===== src/hw/matrix_pkg.sv =====
// ~~~~~~~~~~~~~~~~~~~~~~~~~~~~~~~~~~~~~~~~~~~~~~~~~~~~~~~~~~~~~~~~~~~~~~~~~~~~
// matrix_pkg: default panel geometry, opcodes and address width helpers
// ~~~~~~~~~~~~~~~~~~~~~~~~~~~~~~~~~~~~~~~~~~~~~~~~~~~~~~~~~~~~~~~~~~~~~~~~~~~~
`default_nettype none

package matrix_pkg;

    // default geometry, overridden through the top level parameters
    parameter int unsigned BYTES_PER_PIXEL = 3;
    parameter int unsigned PIXEL_WIDTH = 4;
    parameter int unsigned PIXEL_HEIGHT = 2;

    // command opcodes
    parameter logic [7:0] OP_LOAD_FRAME = 8'h01;
    parameter logic [7:0] OP_FILL_FRAME = 8'h02;

    // width of an index over n entries, never below one bit
    function automatic int unsigned index_bits(input int unsigned n);
        if (n > 1) begin
            return $clog2(n);
        end
        return 1;
    endfunction

    function automatic int unsigned num_row_address_bits(input int unsigned height);
        return index_bits(height);
    endfunction

    function automatic int unsigned num_column_address_bits(input int unsigned width);
        return index_bits(width);
    endfunction

    function automatic int unsigned num_pixelcolorselect_bits(
        input int unsigned bytes_per_pixel
    );
        return index_bits(bytes_per_pixel);
    endfunction

endpackage

`default_nettype wire


===== src/hw/cmd_dispatch.sv =====
// ~~~~~~~~~~~~~~~~~~~~~~~~~~~~~~~~~~~~~~~~~~~~~~~~~~~~~~~~~~~~~~~~~~~~~~~~~~~~
// cmd_dispatch: opcode decoder, routes payload bytes to the frame writers
// ~~~~~~~~~~~~~~~~~~~~~~~~~~~~~~~~~~~~~~~~~~~~~~~~~~~~~~~~~~~~~~~~~~~~~~~~~~~~
`default_nettype none

module cmd_dispatch #(
    parameter int unsigned BYTES_PER_PIXEL = matrix_pkg::BYTES_PER_PIXEL
) (
    input wire clk,
    input wire reset,
    input wire [7:0] data_in,
    input wire data_valid,
    input wire loader_done,
    input wire fill_done,

    output logic load_enable,
    output logic fill_enable,
    output logic busy,
    output logic cmd_error
);
    localparam int unsigned CB = matrix_pkg::num_pixelcolorselect_bits(BYTES_PER_PIXEL);
    localparam logic [CB-1:0] COLOUR_LAST = CB'(BYTES_PER_PIXEL - 1);

    typedef enum logic [1:0] {
        STATE_IDLE,
        STATE_LOAD,
        STATE_FILL
    } dispatch_state_t;

    dispatch_state_t state;
    logic [CB-1:0] colour_count;    // colour bytes taken so far

    // no byte goes to the loader in its done cycle, it has already re-primed
    assign load_enable = (state == STATE_LOAD) && data_valid && !loader_done;
    assign fill_enable = (state == STATE_FILL) && data_valid && !busy;

    always_ff @(posedge clk) begin
        if (reset) begin
            state <= STATE_IDLE;
            colour_count <= '0;
            busy <= 1'b0;
            cmd_error <= 1'b0;
        end else begin
            cmd_error <= 1'b0;
            case (state)
                STATE_IDLE: begin
                    if (data_valid) begin
                        if (data_in == matrix_pkg::OP_LOAD_FRAME) begin
                            state <= STATE_LOAD;
                        end else if (data_in == matrix_pkg::OP_FILL_FRAME) begin
                            state <= STATE_FILL;
                            colour_count <= '0;
                        end else begin
                            cmd_error <= 1'b1;  // unknown opcode, byte dropped
                        end
                    end
                end
                STATE_LOAD: begin
                    if (loader_done) begin
                        state <= STATE_IDLE;
                    end
                end
                STATE_FILL: begin
                    if (fill_enable) begin
                        colour_count <= colour_count + 1'b1;
                        if (colour_count == COLOUR_LAST) begin
                            busy <= 1'b1;   // sweep starts next cycle
                        end
                    end
                    if (fill_done) begin
                        busy <= 1'b0;
                        state <= STATE_IDLE;
                    end
                end
                default: state <= STATE_IDLE;
            endcase
        end
    end

endmodule

`default_nettype wire


===== src/hw/frame_loader.sv =====
// ~~~~~~~~~~~~~~~~~~~~~~~~~~~~~~~~~~~~~~~~~~~~~~~~~~~~~~~~~~~~~~~~~~~~~~~~~~~~
// frame_loader: writes a frame of payload bytes, top address first
// ~~~~~~~~~~~~~~~~~~~~~~~~~~~~~~~~~~~~~~~~~~~~~~~~~~~~~~~~~~~~~~~~~~~~~~~~~~~~
`default_nettype none

module frame_loader #(
    parameter int unsigned BYTES_PER_PIXEL = matrix_pkg::BYTES_PER_PIXEL,
    parameter int unsigned PIXEL_HEIGHT = matrix_pkg::PIXEL_HEIGHT,
    parameter int unsigned PIXEL_WIDTH = matrix_pkg::PIXEL_WIDTH
) (
    input wire clk,
    input wire reset,
    input wire enable,
    input wire [7:0] data_in,

    output logic [matrix_pkg::num_row_address_bits(PIXEL_HEIGHT)-1:0] row,
    output logic [matrix_pkg::num_column_address_bits(PIXEL_WIDTH)-1:0] column,
    output logic [matrix_pkg::num_pixelcolorselect_bits(BYTES_PER_PIXEL)-1:0] pixel,
    output logic [7:0] data_out,
    output logic ram_write_enable,
    output logic ram_access_start,
    output logic done
);
    localparam int unsigned RB = matrix_pkg::num_row_address_bits(PIXEL_HEIGHT);
    localparam int unsigned CB = matrix_pkg::num_column_address_bits(PIXEL_WIDTH);
    localparam int unsigned PB = matrix_pkg::num_pixelcolorselect_bits(BYTES_PER_PIXEL);
    localparam logic [RB-1:0] ROW_TOP = RB'(PIXEL_HEIGHT - 1);
    localparam logic [CB-1:0] COL_TOP = CB'(PIXEL_WIDTH - 1);
    localparam logic [PB-1:0] PIX_TOP = PB'(BYTES_PER_PIXEL - 1);
    localparam bit SINGLE_BYTE = (PIXEL_WIDTH * PIXEL_HEIGHT * BYTES_PER_PIXEL) == 1;

    typedef enum logic {
        STATE_PRIME,
        STATE_RUN
    } loader_state_t;

    loader_state_t state;
    logic [RB-1:0] next_row;
    logic [CB-1:0] next_column;
    logic [PB-1:0] next_pixel;
    logic next_is_zero;

    // colour byte first, then column, then row
    always_comb begin
        next_row = row;
        next_column = column;
        next_pixel = pixel;
        if (pixel != '0) begin
            next_pixel = pixel - 1'b1;
        end else begin
            next_pixel = PIX_TOP;
            if (column != '0) begin
                next_column = column - 1'b1;
            end else begin
                next_column = COL_TOP;
                next_row = row - 1'b1;
            end
        end
        next_is_zero = (next_row == '0) && (next_column == '0) && (next_pixel == '0);
    end

    always_ff @(posedge clk) begin
        if (reset) begin
            state <= STATE_PRIME;
            row <= '0;
            column <= '0;
            pixel <= '0;
            data_out <= 8'd0;
            ram_write_enable <= 1'b0;
            ram_access_start <= 1'b0;
            done <= 1'b0;
        end else begin
            done <= 1'b0;
            if (done) begin
                ram_write_enable <= 1'b0;   // last byte went out the cycle before
            end
            if (enable) begin
                data_out <= data_in;
                ram_access_start <= !ram_access_start;
                if (state == STATE_PRIME) begin
                    row <= ROW_TOP;
                    column <= COL_TOP;
                    pixel <= PIX_TOP;
                    ram_write_enable <= 1'b1;
                    if (SINGLE_BYTE) begin
                        done <= 1'b1;
                    end else begin
                        state <= STATE_RUN;
                    end
                end else begin
                    row <= next_row;
                    column <= next_column;
                    pixel <= next_pixel;
                    if (next_is_zero) begin
                        done <= 1'b1;   // byte at address zero closes the frame
                        state <= STATE_PRIME;
                    end
                end
            end
        end
    end

endmodule

`default_nettype wire


===== src/hw/frame_fill.sv =====
// ~~~~~~~~~~~~~~~~~~~~~~~~~~~~~~~~~~~~~~~~~~~~~~~~~~~~~~~~~~~~~~~~~~~~~~~~~~~~
// frame_fill: takes one colour and writes it to every pixel of the frame
// ~~~~~~~~~~~~~~~~~~~~~~~~~~~~~~~~~~~~~~~~~~~~~~~~~~~~~~~~~~~~~~~~~~~~~~~~~~~~
`default_nettype none

module frame_fill #(
    parameter int unsigned BYTES_PER_PIXEL = matrix_pkg::BYTES_PER_PIXEL,
    parameter int unsigned PIXEL_HEIGHT = matrix_pkg::PIXEL_HEIGHT,
    parameter int unsigned PIXEL_WIDTH = matrix_pkg::PIXEL_WIDTH
) (
    input wire clk,
    input wire reset,
    input wire enable,
    input wire [7:0] data_in,

    output logic [matrix_pkg::num_row_address_bits(PIXEL_HEIGHT)-1:0] fill_row,
    output logic [matrix_pkg::num_column_address_bits(PIXEL_WIDTH)-1:0] fill_column,
    output logic [matrix_pkg::num_pixelcolorselect_bits(BYTES_PER_PIXEL)-1:0] fill_pixel,
    output logic [7:0] fill_data,
    output logic fill_write,
    output logic done
);
    localparam int unsigned RB = matrix_pkg::num_row_address_bits(PIXEL_HEIGHT);
    localparam int unsigned CB = matrix_pkg::num_column_address_bits(PIXEL_WIDTH);
    localparam int unsigned PB = matrix_pkg::num_pixelcolorselect_bits(BYTES_PER_PIXEL);
    localparam logic [RB-1:0] ROW_TOP = RB'(PIXEL_HEIGHT - 1);
    localparam logic [CB-1:0] COL_TOP = CB'(PIXEL_WIDTH - 1);
    localparam logic [PB-1:0] PIX_TOP = PB'(BYTES_PER_PIXEL - 1);

    logic [7:0] colour [BYTES_PER_PIXEL];
    logic [PB-1:0] colour_count;
    logic at_zero;

    // first colour byte belongs to the highest select, like a loaded frame
    assign fill_data = colour[int'(PIX_TOP) - int'(fill_pixel)];
    assign at_zero = (fill_row == '0) && (fill_column == '0) && (fill_pixel == '0);

    always_ff @(posedge clk) begin
        if (enable && !fill_write) begin
            colour[colour_count] <= data_in;
        end
    end

    always_ff @(posedge clk) begin
        if (reset) begin
            colour_count <= '0;
            fill_row <= '0;
            fill_column <= '0;
            fill_pixel <= '0;
            fill_write <= 1'b0;
            done <= 1'b0;
        end else begin
            done <= 1'b0;
            if (!fill_write) begin
                if (enable) begin
                    colour_count <= colour_count + 1'b1;
                    if (colour_count == PIX_TOP) begin
                        colour_count <= '0;
                        fill_row <= ROW_TOP;
                        fill_column <= COL_TOP;
                        fill_pixel <= PIX_TOP;
                        fill_write <= 1'b1;
                    end
                end
            end else if (at_zero) begin
                fill_write <= 1'b0;
                done <= 1'b1;
            end else if (fill_pixel != '0) begin
                fill_pixel <= fill_pixel - 1'b1;
            end else begin
                fill_pixel <= PIX_TOP;
                if (fill_column != '0) begin
                    fill_column <= fill_column - 1'b1;
                end else begin
                    fill_column <= COL_TOP;
                    fill_row <= fill_row - 1'b1;
                end
            end
        end
    end

endmodule

`default_nettype wire


===== src/hw/frame_buffer.sv =====
// ~~~~~~~~~~~~~~~~~~~~~~~~~~~~~~~~~~~~~~~~~~~~~~~~~~~~~~~~~~~~~~~~~~~~~~~~~~~~
// frame_buffer: pixel byte memory, loader and fill write ports, one read port
// ~~~~~~~~~~~~~~~~~~~~~~~~~~~~~~~~~~~~~~~~~~~~~~~~~~~~~~~~~~~~~~~~~~~~~~~~~~~~
`default_nettype none

module frame_buffer #(
    parameter int unsigned BYTES_PER_PIXEL = matrix_pkg::BYTES_PER_PIXEL,
    parameter int unsigned PIXEL_HEIGHT = matrix_pkg::PIXEL_HEIGHT,
    parameter int unsigned PIXEL_WIDTH = matrix_pkg::PIXEL_WIDTH
) (
    input wire clk,
    input wire reset,

    // loader port, toggle strobed
    input wire [matrix_pkg::num_row_address_bits(PIXEL_HEIGHT)-1:0] row,
    input wire [matrix_pkg::num_column_address_bits(PIXEL_WIDTH)-1:0] column,
    input wire [matrix_pkg::num_pixelcolorselect_bits(BYTES_PER_PIXEL)-1:0] pixel,
    input wire [7:0] data_in,
    input wire ram_write_enable,
    input wire ram_access_start,

    // fill port, plain write pulse
    input wire [matrix_pkg::num_row_address_bits(PIXEL_HEIGHT)-1:0] fill_row,
    input wire [matrix_pkg::num_column_address_bits(PIXEL_WIDTH)-1:0] fill_column,
    input wire [matrix_pkg::num_pixelcolorselect_bits(BYTES_PER_PIXEL)-1:0] fill_pixel,
    input wire [7:0] fill_data,
    input wire fill_write,

    input wire [matrix_pkg::num_row_address_bits(PIXEL_HEIGHT)-1:0] rd_row,
    input wire [matrix_pkg::num_column_address_bits(PIXEL_WIDTH)-1:0] rd_column,
    input wire [matrix_pkg::num_pixelcolorselect_bits(BYTES_PER_PIXEL)-1:0] rd_pixel,
    output logic [7:0] rd_data
);
    localparam int unsigned DEPTH = PIXEL_WIDTH * PIXEL_HEIGHT * BYTES_PER_PIXEL;

    logic [7:0] mem [DEPTH];
    logic access_q;     // last seen loader toggle
    int unsigned load_index;
    int unsigned fill_index;
    int unsigned rd_index;

    // linear order is row, then column, then colour byte
    assign load_index = (row * PIXEL_WIDTH + column) * BYTES_PER_PIXEL + pixel;
    assign fill_index = (fill_row * PIXEL_WIDTH + fill_column) * BYTES_PER_PIXEL + fill_pixel;
    assign rd_index = (rd_row * PIXEL_WIDTH + rd_column) * BYTES_PER_PIXEL + rd_pixel;

    always_ff @(posedge clk) begin
        if (reset) begin
            access_q <= 1'b0;
        end else begin
            access_q <= ram_access_start;
        end
    end

    always_ff @(posedge clk) begin
        if (fill_write) begin
            mem[fill_index] <= fill_data;
        end else if (ram_write_enable && (ram_access_start != access_q)) begin
            mem[load_index] <= data_in;
        end
        rd_data <= mem[rd_index];
    end

endmodule

`default_nettype wire


===== src/hw/matrix_cmd_top.sv =====
// ~~~~~~~~~~~~~~~~~~~~~~~~~~~~~~~~~~~~~~~~~~~~~~~~~~~~~~~~~~~~~~~~~~~~~~~~~~~~
// matrix_cmd_top: command front end of the LED matrix driver
// ~~~~~~~~~~~~~~~~~~~~~~~~~~~~~~~~~~~~~~~~~~~~~~~~~~~~~~~~~~~~~~~~~~~~~~~~~~~~
`default_nettype none

module matrix_cmd_top #(
    parameter int unsigned BYTES_PER_PIXEL = matrix_pkg::BYTES_PER_PIXEL,
    parameter int unsigned PIXEL_HEIGHT = matrix_pkg::PIXEL_HEIGHT,
    parameter int unsigned PIXEL_WIDTH = matrix_pkg::PIXEL_WIDTH
) (
    input wire clk,
    input wire reset,
    input wire [7:0] data_in,
    input wire data_valid,
    input wire [matrix_pkg::num_row_address_bits(PIXEL_HEIGHT)-1:0] rd_row,
    input wire [matrix_pkg::num_column_address_bits(PIXEL_WIDTH)-1:0] rd_column,
    input wire [matrix_pkg::num_pixelcolorselect_bits(BYTES_PER_PIXEL)-1:0] rd_pixel,

    output logic [7:0] rd_data,
    output logic busy,
    output logic done,
    output logic cmd_error
);
    localparam int unsigned RB = matrix_pkg::num_row_address_bits(PIXEL_HEIGHT);
    localparam int unsigned CB = matrix_pkg::num_column_address_bits(PIXEL_WIDTH);
    localparam int unsigned PB = matrix_pkg::num_pixelcolorselect_bits(BYTES_PER_PIXEL);

    logic load_enable;
    logic fill_enable;
    logic loader_done;
    logic fill_done;
    logic [RB-1:0] row;
    logic [CB-1:0] column;
    logic [PB-1:0] pixel;
    logic [7:0] data_out;
    logic ram_write_enable;
    logic ram_access_start;
    logic [RB-1:0] fill_row;
    logic [CB-1:0] fill_column;
    logic [PB-1:0] fill_pixel;
    logic [7:0] fill_data;
    logic fill_write;

    assign done = loader_done | fill_done;

    cmd_dispatch #(
        .BYTES_PER_PIXEL(BYTES_PER_PIXEL)
    ) u_cmd_dispatch (
        .clk(clk),
        .reset(reset),
        .data_in(data_in),
        .data_valid(data_valid),
        .loader_done(loader_done),
        .fill_done(fill_done),
        .load_enable(load_enable),
        .fill_enable(fill_enable),
        .busy(busy),
        .cmd_error(cmd_error)
    );

    frame_loader #(
        .BYTES_PER_PIXEL(BYTES_PER_PIXEL),
        .PIXEL_HEIGHT(PIXEL_HEIGHT),
        .PIXEL_WIDTH(PIXEL_WIDTH)
    ) u_frame_loader (
        .clk(clk),
        .reset(reset),
        .enable(load_enable),
        .data_in(data_in),
        .row(row),
        .column(column),
        .pixel(pixel),
        .data_out(data_out),
        .ram_write_enable(ram_write_enable),
        .ram_access_start(ram_access_start),
        .done(loader_done)
    );

    frame_fill #(
        .BYTES_PER_PIXEL(BYTES_PER_PIXEL),
        .PIXEL_HEIGHT(PIXEL_HEIGHT),
        .PIXEL_WIDTH(PIXEL_WIDTH)
    ) u_frame_fill (
        .clk(clk),
        .reset(reset),
        .enable(fill_enable),
        .data_in(data_in),
        .fill_row(fill_row),
        .fill_column(fill_column),
        .fill_pixel(fill_pixel),
        .fill_data(fill_data),
        .fill_write(fill_write),
        .done(fill_done)
    );

    frame_buffer #(
        .BYTES_PER_PIXEL(BYTES_PER_PIXEL),
        .PIXEL_HEIGHT(PIXEL_HEIGHT),
        .PIXEL_WIDTH(PIXEL_WIDTH)
    ) u_frame_buffer (
        .clk(clk),
        .reset(reset),
        .row(row),
        .column(column),
        .pixel(pixel),
        .data_in(data_out),
        .ram_write_enable(ram_write_enable),
        .ram_access_start(ram_access_start),
        .fill_row(fill_row),
        .fill_column(fill_column),
        .fill_pixel(fill_pixel),
        .fill_data(fill_data),
        .fill_write(fill_write),
        .rd_row(rd_row),
        .rd_column(rd_column),
        .rd_pixel(rd_pixel),
        .rd_data(rd_data)
    );

endmodule

`default_nettype wire


===== config.mk =====
export PLATFORM = sky130hd
export DESIGN_NAME = matrix_cmd_top
export DESIGN_NICKNAME = d
export VERILOG_FILES = /design/src/hw/matrix_pkg.sv /design/src/hw/cmd_dispatch.sv /design/src/hw/frame_loader.sv /design/src/hw/frame_fill.sv /design/src/hw/frame_buffer.sv /design/src/hw/matrix_cmd_top.sv
export SDC_FILE = /design/constraint.sdc
export NUM_CORES = 1
export LEC_CHECK = 0
export ABC_AREA = 0
export BUFFER_PORTS_ARGS = -buffer_cell sky130_fd_sc_hd__clkbuf_2
export CAP_MARGIN = 20
export CELL_PAD_IN_SITES_DETAIL_PLACEMENT = 1
export CELL_PAD_IN_SITES_GLOBAL_PLACEMENT = 1
export CORE_MARGIN = 2
export CORE_UTILIZATION = 40
export DETAILED_ROUTE_END_ITERATION = 7
export PLACE_DENSITY_LB_ADDON = 0.1
export SYNTH_ARGS = -nofsm -noshare
export SYNTH_HDL_FRONTEND = slang
export SYNTH_SLANG_ARGS = --single-unit

===== constraint.sdc =====
create_clock -name clk -period 3.6 [get_ports clk]
set_clock_uncertainty 0.1 [all_clocks]
set_input_delay 0.54 -clock clk [delete_from_list [all_inputs] [get_ports clk]]
set_output_delay 0.54 -clock clk [all_outputs]
set_load 0.1 [all_outputs]

==> impl_results.md <==
* Mux contribution to synthesized area at 11.8%
* WS Path Type: register to register
* Wl on met1 at 10500 µm
* Fmax at 319 MHz
* Largest family of logic cells by synthesized area: multiplexers
* Synth Area in Simple Gates at 6.78%
* Placeable Area at 26800 µm²
* Site row count at 60
* Hold buffers post-CTS at 0
* Startpoint types: register
* Critical Path AT at 3.31 ns
* CTS root buf: clkbuf_16
* Worst-Margin Slew at 0.762 ns
* TritonCTS Sinks at 257
* Highest metal used: met4
* Area Overhead vs Synth at 15.1%
* FF+latch area at 7310 µm²
* Vias in the first global route at 6428
* Post-DP HPWL at 16800 µm
* Clock transition at the registers of the reported paths at 0.06 ns
* Antenna viol nets, final at 0
* Final setup fails at 0
* Predominant post-synthesis flop cell: edfxtp_1
* Routed len/inst at 21.5 µm
* Clock insertion delay at the later pin of the skew report at 0.56 ns
* PwrDens at 550 nW/µm²
* Vias per cell at 5.38
* Avg Cell Area, Syn at 15.9 µm²
* Htree depth at 1
* Flops & latches, synth at 257
* Die W at 169 µm
* Die footprint at 28500 µm²
* GRT Util Overall at 17.4%
* Post-Syn Instances at 686
* CTS Buffer Depth at 3
* CTS tree: yes
* Initial antenna violation count at 0
* Largest net degree at the start of global routing at 34
* Met2 wire length at 12400 µm
* Placed Instances at 1070
* Synth unique cells at 58
* Non-filler cells, final at 1121
* Total CTS buffers at 28
* Ys async rst share at 0%
* Hold depth at 1
* Post-route DRC at 0
* Post-synthesis compound-gate area fraction at 7.68%
* Synth Area in Adders at 3.75%
* RSZ-0062 raised after global routing: false
* Worst Path Required at 3.78 ns
* First-pass GRT wire length at 37900 µm
* Grt total ovfl at 0
* HP Class: input port to register
* Layout Nets at 804
* Post-CTS sizing at 0
* Max-Cap Viols at 0
* Detailed-route via count at 6029
* Die height at 169 µm
* Synth Cell Area at 10900 µm²
* Ys Warns at 0
* CP Capture Type: register
* Final Hold Vio Count at 0
* Slew Viols, Final at 0
* Post-Place Setup Slack at 0.147 ns
* Peak supply drop at 0.369 mV
* Share of cells above drive strength 1 at 20.6%
* Status: finished, final reports clean
* Fin util at 46.7%
* Crit-path max FO at 6
* Antenna Cells at 0
* # Post-CTS Setup Buffers at 0
* DR WL met3 at 746 µm
* Post-layout min period at 3.13 ns
* Post-synth EDFFs at 216
* DR iter-0 viols at 384
* Final worst setup slack at 0.466 ns
* DR pass1 iterations at 4
* Multi-input gate area at 3290 µm²
* Final Wtd Congestion at 0.768
* Reg2reg path depth at 8
* Fin Setup TNS at 0 ns
* Period utilization at 87.0%
* Relative slew slack at 48.7%
* Fill cells at 2620
* WL final at 24100 µm
* Port-buffer cells at 26
* Sequential area share after synthesis at 67.1%
* Starting density of the core at 40.6%
* P_leak at 4.26 nW
* Syn Nets at 731
* XOR/XNOR Fraction of Synth Area at 0.241%
* IO Count at 27
critical path: stages (launching register included):
cell,delay [ns]
dfxtp_1,0.42
fa_1,0.45
ha_1,0.25
fa_1,0.47
nor2_1,0.16
o2bb2ai_1,0.16
a32oi_1,0.20
nor2_1,0.42
buf_4,0.24
worst paths after layout:
kind,from,endpoint,slack (ns)
worst max-delay path,u_frame_loader.column[1],u_frame_buffer.mem[16][2],0.47
worst min-delay path,data_in[7],u_frame_fill.colour[0][7],0.15
worst max register to register,u_frame_loader.column[1],u_frame_buffer.mem[16][2],0.47
worst min register to register,u_frame_loader.data_out[7],u_frame_loader.data_out[7],0.35
final cells by class:
type                            instances  share of cell area, %
Clock buffer                           33                   5.74
Clock inverter                         18                   1.46
Inverter                               22                  0.659
Multi-Input combinational cell        378                   26.3
Sequential cell                       257                   58.3
Tap cell                              341                   3.41
Timing Repair Buffer                   72                   4.10
sequential cells by signal, indices dropped and copies added (netlist names), 2 cells and up:
register,flops
u_frame_fill.fill_pixel,2
u_frame_fill.colour_count,2
u_cmd_dispatch.state,2
u_frame_loader.pixel,2
u_frame_buffer.rd_data,8
u_frame_loader.column,2
u_cmd_dispatch.colour_count,2
u_frame_fill.fill_column,2
u_frame_buffer.mem,192
u_frame_fill.colour,24
u_frame_loader.data_out,8
report_power, final:
| group | internal [W] | switching (W) | leakage [nW] |
|---|---|---|---|
| clock network | 0.00164 | 0.00115 | 0.437 |
| logic | 0.000310 | 0.000555 | 1.55 |
| registers | 0.00321 | 0.0000206 | 2.27 |
| total | 0.00517 | 0.00172 | 4.26 |
cell usage after synthesis, drive strengths merged, types with 6 or more instances:
library cell	instances	share of area (%)
edfxtp	216	60
nand2	47	1.6
a21oi	41	1.9
dfxtp	41	7.5
mux4	38	8.1
mux2i	27	2.5
nor2	25	0.86
o21ai	24	1.1
ha	23	2.6
inv	22	0.76
buf	20	1.6
nor2b	15	0.86
mux2	11	1.1
a211oi	10	0.74
o22ai	10	0.57
clkbuf	9	0.31
nand2b	9	0.52
nand3	9	0.41
nand3b	8	0.55
a31oi	7	0.40
fa	6	1.1
stage by stage:
step,total power (W),hold slack (ns),area [µm²]
floorplan,0.00396,0.329,10900
global placement,0.00417,0.347,11600
detailed placement,0.00418,0.350,11600
CTS,0.00698,0.126,12500
global route,0.00711,0.148,12500
finish,0.00689,0.148,12500
cell usage in the layout (no fill, tap or decap), drive strengths merged, types with 3 or more instances in the layout:
cell type    n
nand3b       8
bufinv       3
o22ai       10
nor3b        5
ha          23
a21oi       41
dfxtp       41
buf         46
nor2        25
a32oi        5
nand2       47
o21ai       24
mux4        38
and3         4
a31oi        7
nor2b       15
mux2        11
a211oi      10
and2         3
o22a         3
nand3        9
o211ai       5
a22oi        5
nand2b       9
mux2i       27
clkbuf      59
edfxtp     216
fa           6
a2111o       5
a21boi       3
clkinv      14
inv         22
nor3         5
metal layers:
layer | global-route usage (%) | vias up
li1 | - | 2835
met1 | 21.9 | 3079
met2 | 31.8 | 84
met3 | 2.29 | 31
met4 | 4.35 | 0
met5 | 0 | -
cells by family after synthesis:
kind of cell             after synthesis
buffers and inverters                 51
AND/OR/NAND/NOR                      141
AO/OA/AOI/OAI                        129
multiplexers                          76
flip-flops                           257
adder cells (fa/ha/maj)               29
XOR/XNOR                               3
Note: power is estimated with default switching activity, not from simulation.
